$ cat src/source/data_buffer_config.svh
`ifndef DATA_BUFFER_CONFIG_SVH
`define DATA_BUFFER_CONFIG_SVH

// ---------------------------------------------------------------------------
// register map of the buffer page
// ---------------------------------------------------------------------------
`define BUF_ADDR_PAGE      4'h7        // address [15:12] of the buffer page
`define BUF_OFF_STAT       4'h0        // [3:0] offset, mode and start/stop writes
`define BUF_OFF_STRUCT     4'h1        // [3:0] offset, layout writes
`define BUF_SEL_NUM        4'h0        // [11:8] of a layout write, signal count
`define BUF_SEL_SPEC       4'h1        // [11:8] of a layout write, one signal spec
`define BUF_STATUS_ADDR    12'h800     // read offset of the status word

// address and data field positions
`define BUF_FIELD_PAGE     15:12
`define BUF_FIELD_SEL      11:8        // layout selector or mode opcode
`define BUF_FIELD_CMD      7:4         // start/stop opcode
`define BUF_FIELD_OFF      3:0
`define BUF_SPEC_TYPE      15:12       // spec write data, source type
`define BUF_SPEC_CHAN      7:4         // spec write data, channel
`define BUF_SPEC_FMT       3:0         // spec write data, format
`define BUF_NUM_FIELD      3:0         // count write data
`define BUF_FRAME_W        11          // requested frame count width

// ---------------------------------------------------------------------------
// RAM and frame geometry
// ---------------------------------------------------------------------------
`define BUF_RAM_AWIDTH     10
`define BUF_RAM_DEPTH      (1 << `BUF_RAM_AWIDTH)
`define BUF_MAX_SIGNALS    16
`define BUF_TS_LOW_BITS    14          // timestamp bits kept in the ts word

// source types and bit formats
`define BUF_SRC_POT        4'd0
`define BUF_SRC_CUR        4'd1
`define BUF_SRC_ENC        4'd2
`define BUF_FMT_8          4'd0
`define BUF_FMT_16         4'd1
`define BUF_FMT_24         4'd2

`endif

$ cat src/source/data_buffer_pkg.sv
`include "data_buffer_config.svh"

package data_buffer_pkg;

    // collection FSM
    typedef enum logic [2:0] {
        st_idle,                // waiting for start or a new layout
        st_wait_config,         // layout being written
        st_mode_sample,         // armed, stops after frame_req frames
        st_mode_continuous,     // armed until stop
        st_time_stamp,          // writes the ts word
        st_loop_main            // writes the signal words
    } buf_state_e;

    // opcode in waddr[11:8] of a command write
    typedef enum logic [3:0] {
        mode_sample     = 4'd1,
        mode_continuous = 4'd2
    } collect_mode_e;

    // opcode in waddr[7:4] of a command write
    typedef enum logic [3:0] {
        cmd_start = 4'd1,
        cmd_stop  = 4'd2
    } collect_cmd_e;

    typedef struct packed {
        logic [3:0] src_type;   // pot, cur or enc
        logic [3:0] channel;
        logic [3:0] format;     // 8*(f+1) bits kept
    } signal_spec_t;

    typedef struct packed {
        logic [3:0][15:0] pot;
        logic [3:0][15:0] cur;
        logic [3:0][31:0] enc;
    } sensor_frame_t;

    typedef struct packed {
        logic        wen;
        logic [15:0] waddr;
        logic [31:0] wdata;
    } reg_wr_t;

    typedef struct packed {
        logic                        busy;
        logic                        zero;        // always 0
        logic [3:0]                  sig_num;
        logic [`BUF_RAM_AWIDTH-1:0]  waddr_align; // next free frame address
    } buf_status_t;

endpackage

$ cat src/source/signal_select.sv
`include "data_buffer_config.svh"

module signal_select import data_buffer_pkg::*; (
    input  sensor_frame_t  sensors,
    input  signal_spec_t   spec,
    output logic [31:0]    sample_data
);

    logic [1:0]  chan;      // four channels per sensor group
    logic [31:0] raw;       // zero-extended sensor value
    logic [31:0] mask;

    assign chan = spec.channel[1:0];

    // ------------------------------------------------------------------------
    // source group and channel
    // ------------------------------------------------------------------------
    always_comb begin
        case (spec.src_type)
            `BUF_SRC_POT: raw = {16'd0, sensors.pot[chan]};
            `BUF_SRC_CUR: raw = {16'd0, sensors.cur[chan]};
            `BUF_SRC_ENC: raw = sensors.enc[chan];
            default:      raw = 32'd0;      // unknown source reads zero
        endcase
    end

    // ------------------------------------------------------------------------
    // format width
    // ------------------------------------------------------------------------
    always_comb begin
        case (spec.format)
            `BUF_FMT_8:  mask = 32'h0000_00ff;
            `BUF_FMT_16: mask = 32'h0000_ffff;
            `BUF_FMT_24: mask = 32'h00ff_ffff;
            default:     mask = 32'hffff_ffff;  // 3 and up, full word
        endcase
    end

    assign sample_data = raw & mask;

endmodule
$ cat config.mk
export PLATFORM = sky130hd
export DESIGN_NAME = signal_select
export DESIGN_NICKNAME = d
export VERILOG_FILES = /design/src/source/data_buffer_pkg.sv /design/src/source/signal_select.sv
export VERILOG_INCLUDE_DIRS = /design/src /design/src/source
export SDC_FILE = /design/constraint.sdc
export NUM_CORES = 1
export LEC_CHECK = 0
export BUFFER_PORTS_ARGS = -buffer_cell sky130_fd_sc_hd__buf_2
export CAP_MARGIN = 40
export CORE_AREA = 2 2 118 120
export DETAILED_ROUTE_END_ITERATION = 8
export DIE_AREA = 0 0 120 122
export PLACE_DENSITY_LB_ADDON = 0.12
export SYNTH_ARGS = -nofsm -noshare
export SYNTH_HDL_FRONTEND = slang
export SYNTH_SLANG_ARGS = --single-unit
$ cat constraint.sdc
create_clock -name vclk -period 1.5
set_input_delay 0.225 -clock vclk [all_inputs]
set_output_delay 0.225 -clock vclk [all_outputs]
set_load 0.1 [all_outputs]
==> results of run 1 <==
==> metrics by stage <==
stage               util, %  area (um^2)  std cells  TNS (ns)  hold slack (ns)
finish                40.55         5477        686    -7.830            1.036
detailed placement    36.06         4870        657    -11.04            1.049
CTS                   40.32         5445        681    -9.356            1.040
global placement      36.06         4870        657    -10.89            1.055
global route          40.55         5477        686    -9.153            1.064
floorplan                 -         2643        163    -5.003           0.8468
==> cell usage after synthesis, drive strengths merged <==
cell type  instances
nor2b              8
nand3             32
or4                1
o31ai              1
nand2             16
a22oi              8
and3               8
mux4              64
clkbuf             6
buf               15
nor4b              2
nor4               1
a211o              1
==> final cells by class <==
class	instances	area, um^2
tap	180	225.2
timing repair buffer	363	2796
antenna	1	2.502
fill	1355	8028
multi-input combinational	142	2452
==> critical path: cells and delay by family <==
family        cells  cell delay (ns)
mux               1             0.44
buf+inv           6             0.80
simple gates      1             0.18
==> worst max path at each step <==
stage	slack, ns	to	cells after the start	startpoint
finish	-0.37	sample_data[24]	8	spec[4]
global route	-0.39	sample_data[1]	8	spec[4]
CTS	-0.40	sample_data[5]	8	spec[4]
detailed placement	-0.44	sample_data[0]	7	spec[4]
global placement	-0.41	sample_data[17]	6	spec[4]
floorplan	-0.23	sample_data[7]	5	spec[4]
==> kinds of logic after synthesis <==
kind of cell | Yosys count
AOI/OAI and AO/OA | 10
muxes | 64
buffers and inverters | 21
and+or+nand+nor | 68
==> layer usage <==
metal  GRT usage, %  part of all wire [%]  vias up
li1               -                     -     1425
met1          17.33                    33     1521
met2          32.42                    56      196
met3          3.277                   9.5       10
met4          2.426                   1.3        0
met5              0                     0        -
==> where the power goes <==
| part | leakage, nW | internal, W | switching, W |
|---|---|---|---|
| sequential | 0 | 0 | 0 |
| combinational | 2.49 | 0.000874 | 0.000681 |
| clock | 0.00000634 | 0.0000000000892 | 0 |
==> what timing repair did <==
action / in CTS / in global routing
setup buffers: 22 / 5
gates resized for setup: 87 / 7
cloned: 2 / 2
pin swaps: 29 / 14
setup endpoints to repair: 32 / 32
==> impl_metrics.sql, run 1 <==
INSERT INTO impl_metrics (metric_group, metric, value, unit) VALUES
('synthesis', 'synth_top_area_share', '55.71', '%'),
('route', 'detail_route.drc_violations', '0', ''),
('sta', 'final_count_of_hold_timing_violations', '0', ''),
('sta', 'fin_crit', '1.865', 'ns'),
('worst_setup_path', 'timing.critical_path.slowest_cell_delay', '0.44', 'ns'),
('floorplanning', 'coreArea', '13500', 'um^2'),
('worst_hold_path', 'number_of_cells_on_the_worst_hold_path', '5', ''),
('placed_design', 'dp_hpwl', '10850', 'um'),
('sta', 'final_setup_violating_endpoints', '32', ''),
('final_layout', 'num-nets-final', '775', ''),
('power_and_ir_drop', 'totalPowerFinal', '0.001555', 'W'),
('synthesis', 'synth.cell_area', '2102', 'um^2'),
('sta', 'rsz0062_at_grt', 'true', ''),
('job', 'timing.max_cap.violations', '0', ''),
('floorplanning', 'io_pins', '300', ''),
('cts', 'cts.hold.buffers_added', '0', ''),
('placed_design', 'gp_congestion', '0.7984', ''),
('synthesis', 'yosys.area.top_type', 'mux4_2', ''),
('sta', 'final_max_slew_viol_count', '0', ''),
('final_layout', 'regArea', '0', 'um^2'),
('global_route', 'number_of_antenna_violations_at_the_first_check_in_global_routing', '1', ''),
('route', 'drt-pass1-iter-count', '4', ''),
('global_route', 'grt-ovfl-total', '0', ''),
('run_status', 'violations', 'negative setup slack', ''),
('final_layout', 'drive_above_1_share', '98.61', '%'),
('placed_design', 'port_buffers', '298', ''),
('worst_hold_path', 'timing.hold.worst.start', 'sensors[128]', ''),
('synthesis', 'synth_cell_type_count', '17', ''),
('worst_setup_path', 'crit_path_start_kind', 'input pin', ''),
('synthesis', 'synth_xor_area_share', '0', '%'),
('worst_hold_path', 'destination_of_the_worst_hold_path', 'sample_data[0]', ''),
('synthesis', 'area_fraction_in_compound_gates_after_synthesis', '3.631', '%'),
('synthesis', 'syn-instance-count', '163', ''),
('route', 'detail_route.vias_per_cell', '4.595', ''),
('synthesis', 'combinational_family_with_the_most_area_after_synthesis', 'multiplexers', ''),
('final_layout', 'n_clock_buffer', '0', ''),
('route', 'wire_per_inst', '18.24', 'um'),
('final_layout', 'area_delta_synth_final', '160.5', '%'),
('route', 'antenna_violating_nets_post_route', '0', ''),
('global_route', 'groute.usage.overall', '16.06', '%'),
('floorplanning', 'dieHeight', '122', 'um'),
('worst_setup_path', 'critical_path.cell_chain', 'buf_12 -> buf_12 -> buf_16 -> buf_4 -> buf_4 -> mux4_2 -> and3_4 -> buf_12', ''),
('final_layout', 'nFlopsAndLatches', '0', ''),
('global_route', 'maximum_number_of_pins_on_one_net_before_global_route_repair', '25', ''),
('sta', 'fin_crit_sh', '124.3', '%'),
('synthesis', 'ys.warnings.count', '0', ''),
('floorplanning', 'floorplan.die.width', '120', 'um'),
('worst_setup_path', 'cpMostUsedCell', 'buf_12', ''),
('final_layout', 'layout.cells.most_common', 'buf_2', ''),
('final_layout', 'most-common-layout-cells', 'buf_2 (262), mux4_2 (62), buf_12 (45)', ''),
('synthesis', 'synth.mux.area_fraction', '70.71', '%'),
('sta', 'fmax', '536.2', 'MHz'),
('power_and_ir_drop', 'worst_ir_drop_vdd', '0.1367', 'mV'),
('synthesis', 'post_synth_and_or_nand_nor_area_fraction', '18.45', '%'),
('synthesis', 'synth-adder-area-share', '0', '%'),
('worst_setup_path', 'worst_setup_path_end_kind', 'output port', ''),
('floorplanning', 'die_area', '14640', 'um^2'),
('worst_setup_path', 'timing.setup.critical_path_class', 'input pin to output port', ''),
('synthesis', 'synth.net_count', '431', ''),
('placed_design', 'dp_worst_setup_slack', '-0.4375', 'ns'),
('power_and_ir_drop', 'p_per_area', '283.9', 'nW/um^2'),
('synthesis', 'synthTopCellsByArea', 'mux4_2 (56%), mux4_1 (15%), nand3_1 (7.6%)', ''),
('sta', 'timing.slew.headroom', '73.88', '%'),
('route', 'vias', '3152', ''),
('synthesis', 'avgSynthCellArea', '12.90', 'um^2'),
('worst_hold_path', 'hp-class', 'input pin to output port', ''),
('route', 'initial_drc_count', '109', ''),
('power_and_ir_drop', 'leakagePower', '2.493', 'nW'),
('floorplanning', 'initial_utilization', '15.57', '%'),
('run_status', 'run_status', 'finished with violations', ''),
('floorplanning', 'rows', '43', ''),
('global_route', 'grt_pass1_vias', '3572', ''),
('worst_setup_path', 'worst_path_max_delay_cell', 'mux4_2', ''),
('worst_setup_path', 'timing.critical_path.required', '1.27', 'ns'),
('synthesis', 'fraction_of_the_yosys_area_taken_by_sequential_cells', '0', '%'),
('sta', 'final_critical_path_setup_slack', '-0.3651', 'ns'),
('route', 'drt-total-wl', '12510', 'um'),
('worst_setup_path', 'maximum_fanout_encountered_on_the_critical_timing_path', '5', ''),
('sta', 'tightest_slew', '0.3917', 'ns'),
('global_route', 'grt_pass1_wl', '18490', 'um'),
('worst_setup_path', 'critPathArrivalTime', '1.64', 'ns');
Note: power is estimated with default switching activity, not from simulation.
==> run 2, diff against run 1 <==
==> constraint.sdc (replaced) <==
create_clock -name vclk -period 1.5
set_input_delay 0.225 -clock vclk [all_inputs]
set_output_delay 0.225 -clock vclk [all_outputs]
set_load 0.02 [all_outputs]
==> impl_metrics.sql, run 2 (synthesized netlist as in run 1, its figures left out) <==
INSERT INTO impl_metrics (metric_group, metric, value, unit) VALUES
('worst_setup_path', 'critPathArrivalTime', '1.42', 'ns'),
('final_layout', 'area_delta_synth_final', '126.6', '%'),
('sta', 'final_max_slew_viol_count', '0', ''),
('floorplanning', 'coreArea', '13500', 'um^2'),
('sta', 'fin_crit', '1.647', 'ns'),
('placed_design', 'port_buffers', '298', ''),
('route', 'top_signal_layer_used', 'met4', ''),
('sta', 'final_setup_violating_endpoints', '32', ''),
('global_route', 'maximum_number_of_pins_on_one_net_before_global_route_repair', '25', ''),
('worst_setup_path', 'timing.setup.critical_path_class', 'input pin to output port', ''),
('route', 'wl_met1', '4938', 'um'),
('final_layout', 'num-nets-final', '754', ''),
('placed_design', 'dp_hpwl', '10230', 'um'),
('worst_setup_path', 'timing.critical_path.required', '1.27', 'ns'),
('sta', 'final_count_of_hold_timing_violations', '0', ''),
('power_and_ir_drop', 'leakagePower', '2.290', 'nW'),
('route', 'drt-total-wl', '12400', 'um'),
('global_route', 'groute.usage.overall', '16.07', '%'),
('sta', 'final_critical_path_setup_slack', '-0.1470', 'ns'),
('power_and_ir_drop', 'worst_ir_drop_vdd', '0.1137', 'mV'),
('power_and_ir_drop', 'p_per_area', '249.7', 'nW/um^2'),
('worst_hold_path', 'destination_of_the_worst_hold_path', 'sample_data[2]', ''),
('floorplanning', 'dieHeight', '122', 'um'),
('route', 'initial_drc_count', '63', ''),
('global_route', 'grt-ovfl-total', '0', ''),
('sta', 'fmax', '607.2', 'MHz'),
('global_route', 'number_of_antenna_violations_at_the_first_check_in_global_routing', '2', ''),
('final_layout', 'most-common-layout-cells', 'buf_2 (267), mux4_2 (63), buf_4 (29)', ''),
('placed_design', 'dp_worst_setup_slack', '-0.3218', 'ns'),
('final_layout', 'layout.cells.most_common', 'buf_2', ''),
('route', 'drt-pass1-iter-count', '4', ''),
('worst_setup_path', 'worst_setup_path_end_kind', 'output port', ''),
('route', 'met2RoutedLength', '6523', 'um'),
('floorplanning', 'initial_utilization', '15.57', '%'),
('placed_design', 'placedInstanceArea', '4075', 'um^2'),
('route', 'detail_route.drc_violations', '0', ''),
('final_layout', 'nFillCells', '1414', ''),
('sta', 'tightest_slew', '0.3202', 'ns'),
('final_layout', 'drive_above_1_share', '95.87', '%'),
('worst_hold_path', 'hp-class', 'input pin to output port', ''),
('global_route', 'grt_pass1_wl', '18290', 'um'),
('floorplanning', 'floorplan.die.width', '120', 'um'),
('sta', 'timing.setup.tns', '-2.806', 'ns'),
('run_status', 'run_status', 'finished with violations', ''),
('sta', 'fin_crit_sh', '109.8', '%'),
('cts', 'cts.hold.buffers_added', '0', ''),
('route', 'vias', '2987', ''),
('route', 'wire_per_inst', '18.62', 'um'),
('worst_setup_path', 'crit_path_start_kind', 'input pin', ''),
('final_layout', 'stdcell_area', '4763', 'um^2'),
('run_status', 'violations', 'negative setup slack', ''),
('route', 'met3_length', '838', 'um'),
('route', 'antenna_violating_nets_post_route', '0', ''),
('final_layout', 'nFlopsAndLatches', '0', ''),
('job', 'timing.max_cap.violations', '0', ''),
('placed_design', 'gp_congestion', '0.8457', ''),
('final_layout', 'n_clock_buffer', '0', ''),
('final_layout', 'regArea', '0', 'um^2'),
('sta', 'rsz0062_at_grt', 'true', ''),
('floorplanning', 'die_area', '14640', 'um^2'),
('floorplanning', 'io_pins', '300', ''),
('worst_setup_path', 'maximum_fanout_encountered_on_the_critical_timing_path', '24', ''),
('worst_hold_path', 'number_of_cells_on_the_worst_hold_path', '5', ''),
('global_route', 'grt_pass1_vias', '3321', ''),
('worst_hold_path', 'timing.hold.worst.start', 'sensors[162]', ''),
('sta', 'timing.slew.headroom', '78.50', '%'),
('floorplanning', 'rows', '43', ''),
('route', 'detail_route.vias_per_cell', '4.485', '');
[run 2: changes by cell type in the layout (fill, tap and decap cells not counted), sizes merged]
cell	change
diode	+1
buf	-20
clkbuf	-1
[run 2: worst max path at each step]
stage             from              end  slack [ns]  depth (start not counted)
2_1_floorplan  spec[4]   sample_data[0]       -0.01                          5
3_3_place_gp   spec[4]   sample_data[6]       -0.32                          6
3_5_place_dp   spec[4]   sample_data[6]       -0.32                          6
4_1_cts        spec[4]  sample_data[15]       -0.14                          7
5_1_grt        spec[1]  sample_data[14]       -0.20                          6
6_report       spec[1]  sample_data[12]       -0.15                          6
[run 2: per-stage QoR]
step,cells,util [%],hold WS [ns],power (W)
3_5_place_dp,651,30.18,1.005,0.001004
4_1_cts,664,34.41,0.9797,0.001184
5_1_grt,666,35.27,0.9892,0.001280
6_report,666,35.27,0.9673,0.001189
3_3_place_gp,651,30.18,1.004,0.0009855
2_1_floorplan,163,-,0.7007,0.0005121
[run 2: power by group]
part / total [W] / internal [W] / leakage, nW / switching [W]
combinational: 0.00119 / 0.000766 / 2.29 / 0.000423
clock: 0.000000000180 / 0.000000000179 / 0.0000127 / 0
sequential: 0 / 0 / 0 / 0
total: 0.00119 / 0.000766 / 2.29 / 0.000423
[run 2: timing repair]
| action | in CTS | in global routing |
|---|---|---|
| hold endpoints to repair | 0 | 0 |
| gates resized for setup | 91 | 30 |
| cloned | 8 | 0 |
| setup buffers | 5 | 0 |
| pin swaps | 14 | 6 |
| endpoints found under the setup margin | 32 | 32 |
[run 2: critical path, cell delays in order]
cell,delay [ns]
buf_2,0.11
or4_4,0.54
buf_12,0.19
nand3_1,0.12
nand3_2,0.08
buf_4,0.16
[run 2: area by class of cell]
cell class	count	area, um^2	share of cell area (%)
antenna	2	5.005	0.1051
multi-input combinational	142	2196	46.10
timing repair buffer	342	2337	49.07
tap	180	225.2	4.728
[run 2: per-layer routing]
layer | GRT usage, % | vias up
met3 | 2.996 | 6
met4 | 1.471 | 0
met1 | 20.21 | 1460
li1 | - | 1383
met2 | 29.58 | 138
met5 | 0 | -
==> run 3, diff against run 2 <==
==> constraint.sdc (replaced) <==
create_clock -name vclk -period 1.5
set_input_delay 0.15 -clock vclk [all_inputs]
set_output_delay 0.15 -clock vclk [all_outputs]
set_load 0.02 [all_outputs]
==> impl_metrics.sql, run 3 (synthesized netlist as in run 1, its figures left out) <==
INSERT INTO impl_metrics (metric_group, metric, value, unit) VALUES
('run_status', 'run_status', 'complete, no violations', ''),
('worst_setup_path', 'timing.critical_path.required', '1.35', 'ns'),
('sta', 'rsz0062_at_grt', 'true', ''),
('global_route', 'grt_pass1_wl', '16700', 'um'),
('sta', 'final_setup_violating_endpoints', '0', ''),
('power_and_ir_drop', 'p_seq_share', '0', '%'),
('worst_setup_path', 'crit_path_end', 'sample_data[9]', ''),
('final_layout', 'area_delta_synth_final', '115.6', '%'),
('worst_setup_path', 'worst-path-stages', '6', ''),
('placed_design', 'gp_congestion', '0.7729', ''),
('final_layout', 'num-nets-final', '748', ''),
('route', 'detail_route.vias_per_cell', '4.629', ''),
('power_and_ir_drop', 'power.switching', '0.0004052', 'W'),
('final_layout', 'regArea', '0', 'um^2'),
('power_and_ir_drop', 'leakagePower', '2.205', 'nW'),
('floorplanning', 'die_area', '14640', 'um^2'),
('floorplanning', 'coreArea', '13500', 'um^2'),
('power_and_ir_drop', 'comb_power_share', '100.0', '%'),
('job', 'timing.max_cap.violations', '0', ''),
('worst_setup_path', 'timing.critical_path.from', 'spec[1]', ''),
('floorplanning', 'io_pins', '300', ''),
('worst_hold_path', 'hp-class', 'input pin to output port', ''),
('final_layout', 'drive_above_1_share', '91.42', '%'),
('route', 'initial_drc_count', '92', ''),
('route', 'wire_per_inst', '18.37', 'um'),
('sta', 'fmax', '668.9', 'MHz'),
('power_and_ir_drop', 'switching_share', '35.91', '%'),
('power_and_ir_drop', 'worst_ir_drop_vdd', '0.1230', 'mV'),
('worst_hold_path', 'number_of_cells_on_the_worst_hold_path', '4', ''),
('global_route', 'groute.usage.overall', '14.70', '%'),
('sta', 'fin_crit_sh', '99.67', '%'),
('worst_setup_path', 'cpLargestDelayFamily', 'simple AND/OR/NAND/NOR gates', ''),
('route', 'antenna_violating_nets_post_route', '0', ''),
('worst_setup_path', 'worst_setup_path_end_kind', 'output port', ''),
('final_layout', 'nFlopsAndLatches', '0', ''),
('floorplanning', 'floorplan.die.width', '120', 'um'),
('worst_setup_path', 'cpMostUsedCell', 'nand3_1', ''),
('global_route', 'grt-ovfl-total', '0', ''),
('final_layout', 'most-common-layout-cells', 'buf_2 (271), mux4_2 (60), buf_4 (24)', ''),
('global_route', 'grt_pass1_vias', '3215', ''),
('power_and_ir_drop', 'internal_cell_power', '0.0007231', 'W'),
('global_route', 'maximum_number_of_pins_on_one_net_before_global_route_repair', '34', ''),
('route', 'drt-total-wl', '12120', 'um'),
('worst_setup_path', 'timing.setup.critical_path_class', 'input pin to output port', ''),
('floorplanning', 'rows', '43', ''),
('power_and_ir_drop', 'p_clk_share', '0', '%'),
('worst_setup_path', 'critical_path.cell_chain', 'buf_2 -> or4_4 -> buf_12 -> nand3_1 -> nand3_1 -> buf_4', ''),
('sta', 'final_count_of_hold_timing_violations', '0', ''),
('worst_setup_path', 'worst_path_max_delay_cell', 'or4_4', ''),
('placed_design', 'dp_worst_setup_slack', '-0.1792', 'ns'),
('floorplanning', 'dieHeight', '122', 'um'),
('worst_setup_path', 'critPathArrivalTime', '1.34', 'ns'),
('worst_setup_path', 'path_buf_inv', '3', ''),
('global_route', 'number_of_antenna_violations_at_the_first_check_in_global_routing', '2', ''),
('floorplanning', 'initial_utilization', '15.57', '%'),
('route', 'vias', '3055', ''),
('worst_setup_path', 'maximum_fanout_encountered_on_the_critical_timing_path', '24', ''),
('power_and_ir_drop', 'p_per_area', '249.0', 'nW/um^2'),
('worst_setup_path', 'crit_path_start_kind', 'input pin', ''),
('worst_setup_path', 'timing.critical_path.slowest_cell_delay', '0.54', 'ns'),
('sta', 'timing.slew.headroom', '65.42', '%'),
('final_layout', 'layout.cells.most_common', 'buf_2', ''),
('sta', 'final_max_slew_viol_count', '0', ''),
('route', 'drt-pass1-iter-count', '4', ''),
('sta', 'tightest_slew', '0.5186', 'ns'),
('final_layout', 'n_clock_buffer', '0', ''),
('route', 'detail_route.drc_violations', '0', ''),
('placed_design', 'dp_hpwl', '9739', 'um'),
('sta', 'whs', '0.8010', 'ns'),
('placed_design', 'port_buffers', '298', ''),
('power_and_ir_drop', 'totalPowerFinal', '0.001128', 'W'),
('sta', 'final_critical_path_setup_slack', '0.005008', 'ns'),
('sta', 'fin_crit', '1.495', 'ns');
-- run 3: repair_timing --
item                                   4_1_cts  5_1_grt
setup endpoints to repair                   32       26
gates resized for setup                     50       67
pin swaps                                    9        9
setup buffers                                1        1
cloned                                       5        2
hold buffers                                 0        0
endpoints found under the hold margin        0        0
-- run 3: worst min-delay path: stages --
cell,delay (ns)
buf_2,0.12
o31ai_4,0.12
nor2b_2,0.13
buf_6,0.12
-- run 3: cell type report --
cell class	count	area [um^2]
fillers	1432	8972
repair buffers	336	2192
multi-input cells	142	2110
well taps	180	225.2
diodes	2	5.005
-- run 3: through the flow --
stage          TNS, ns  instance area [um^2]  utilization [%]  cells
6_report             0                  4532            33.56    660
5_1_grt        -0.2480                  4532            33.56    660
4_1_cts        -0.1545                  4248            31.46    656
3_5_place_dp    -3.761                  3966            29.37    650
3_3_place_gp    -3.207                  3966            29.37    650
2_1_floorplan        0                  2102                -    163
-- run 3: worst min-delay path by stage --
stage,startpoint,to,slack (ns)
final,spec[2],sample_data[19],0.80
after global routing,spec[2],sample_data[19],0.85
after CTS,sensors[69],sample_data[5],0.83
after detailed placement,sensors[69],sample_data[5],0.83
after global placement,sensors[115],sample_data[19],0.83
after floorplan,spec[9],sample_data[10],0.59
-- run 3: layer usage --
| metal | global-route usage, % | share of wire, % | up-vias | wire length, um |
|---|---|---|---|---|
| met1 | 16.03 | 36 | 1486 | 4352 |
| met3 | 3.371 | 9.6 | 8 | 1169 |
| met2 | 29.40 | 54 | 189 | 6488 |
| li1 | - | - | 1372 | - |
| met4 | 1.765 | 0.90 | 0 | 109 |
| met5 | 0 | 0 | - | 0 |
-- run 3: power groups by stage --
stage,logic (W),registers [W],clock network (W)
after detailed placement,0.000974,0,0
after CTS,0.00107,0,0
after floorplan,0.000481,0,0
after global routing,0.00122,0,0.000000000179
final,0.00113,0,0.000000000179
after global placement,0.000958,0,0
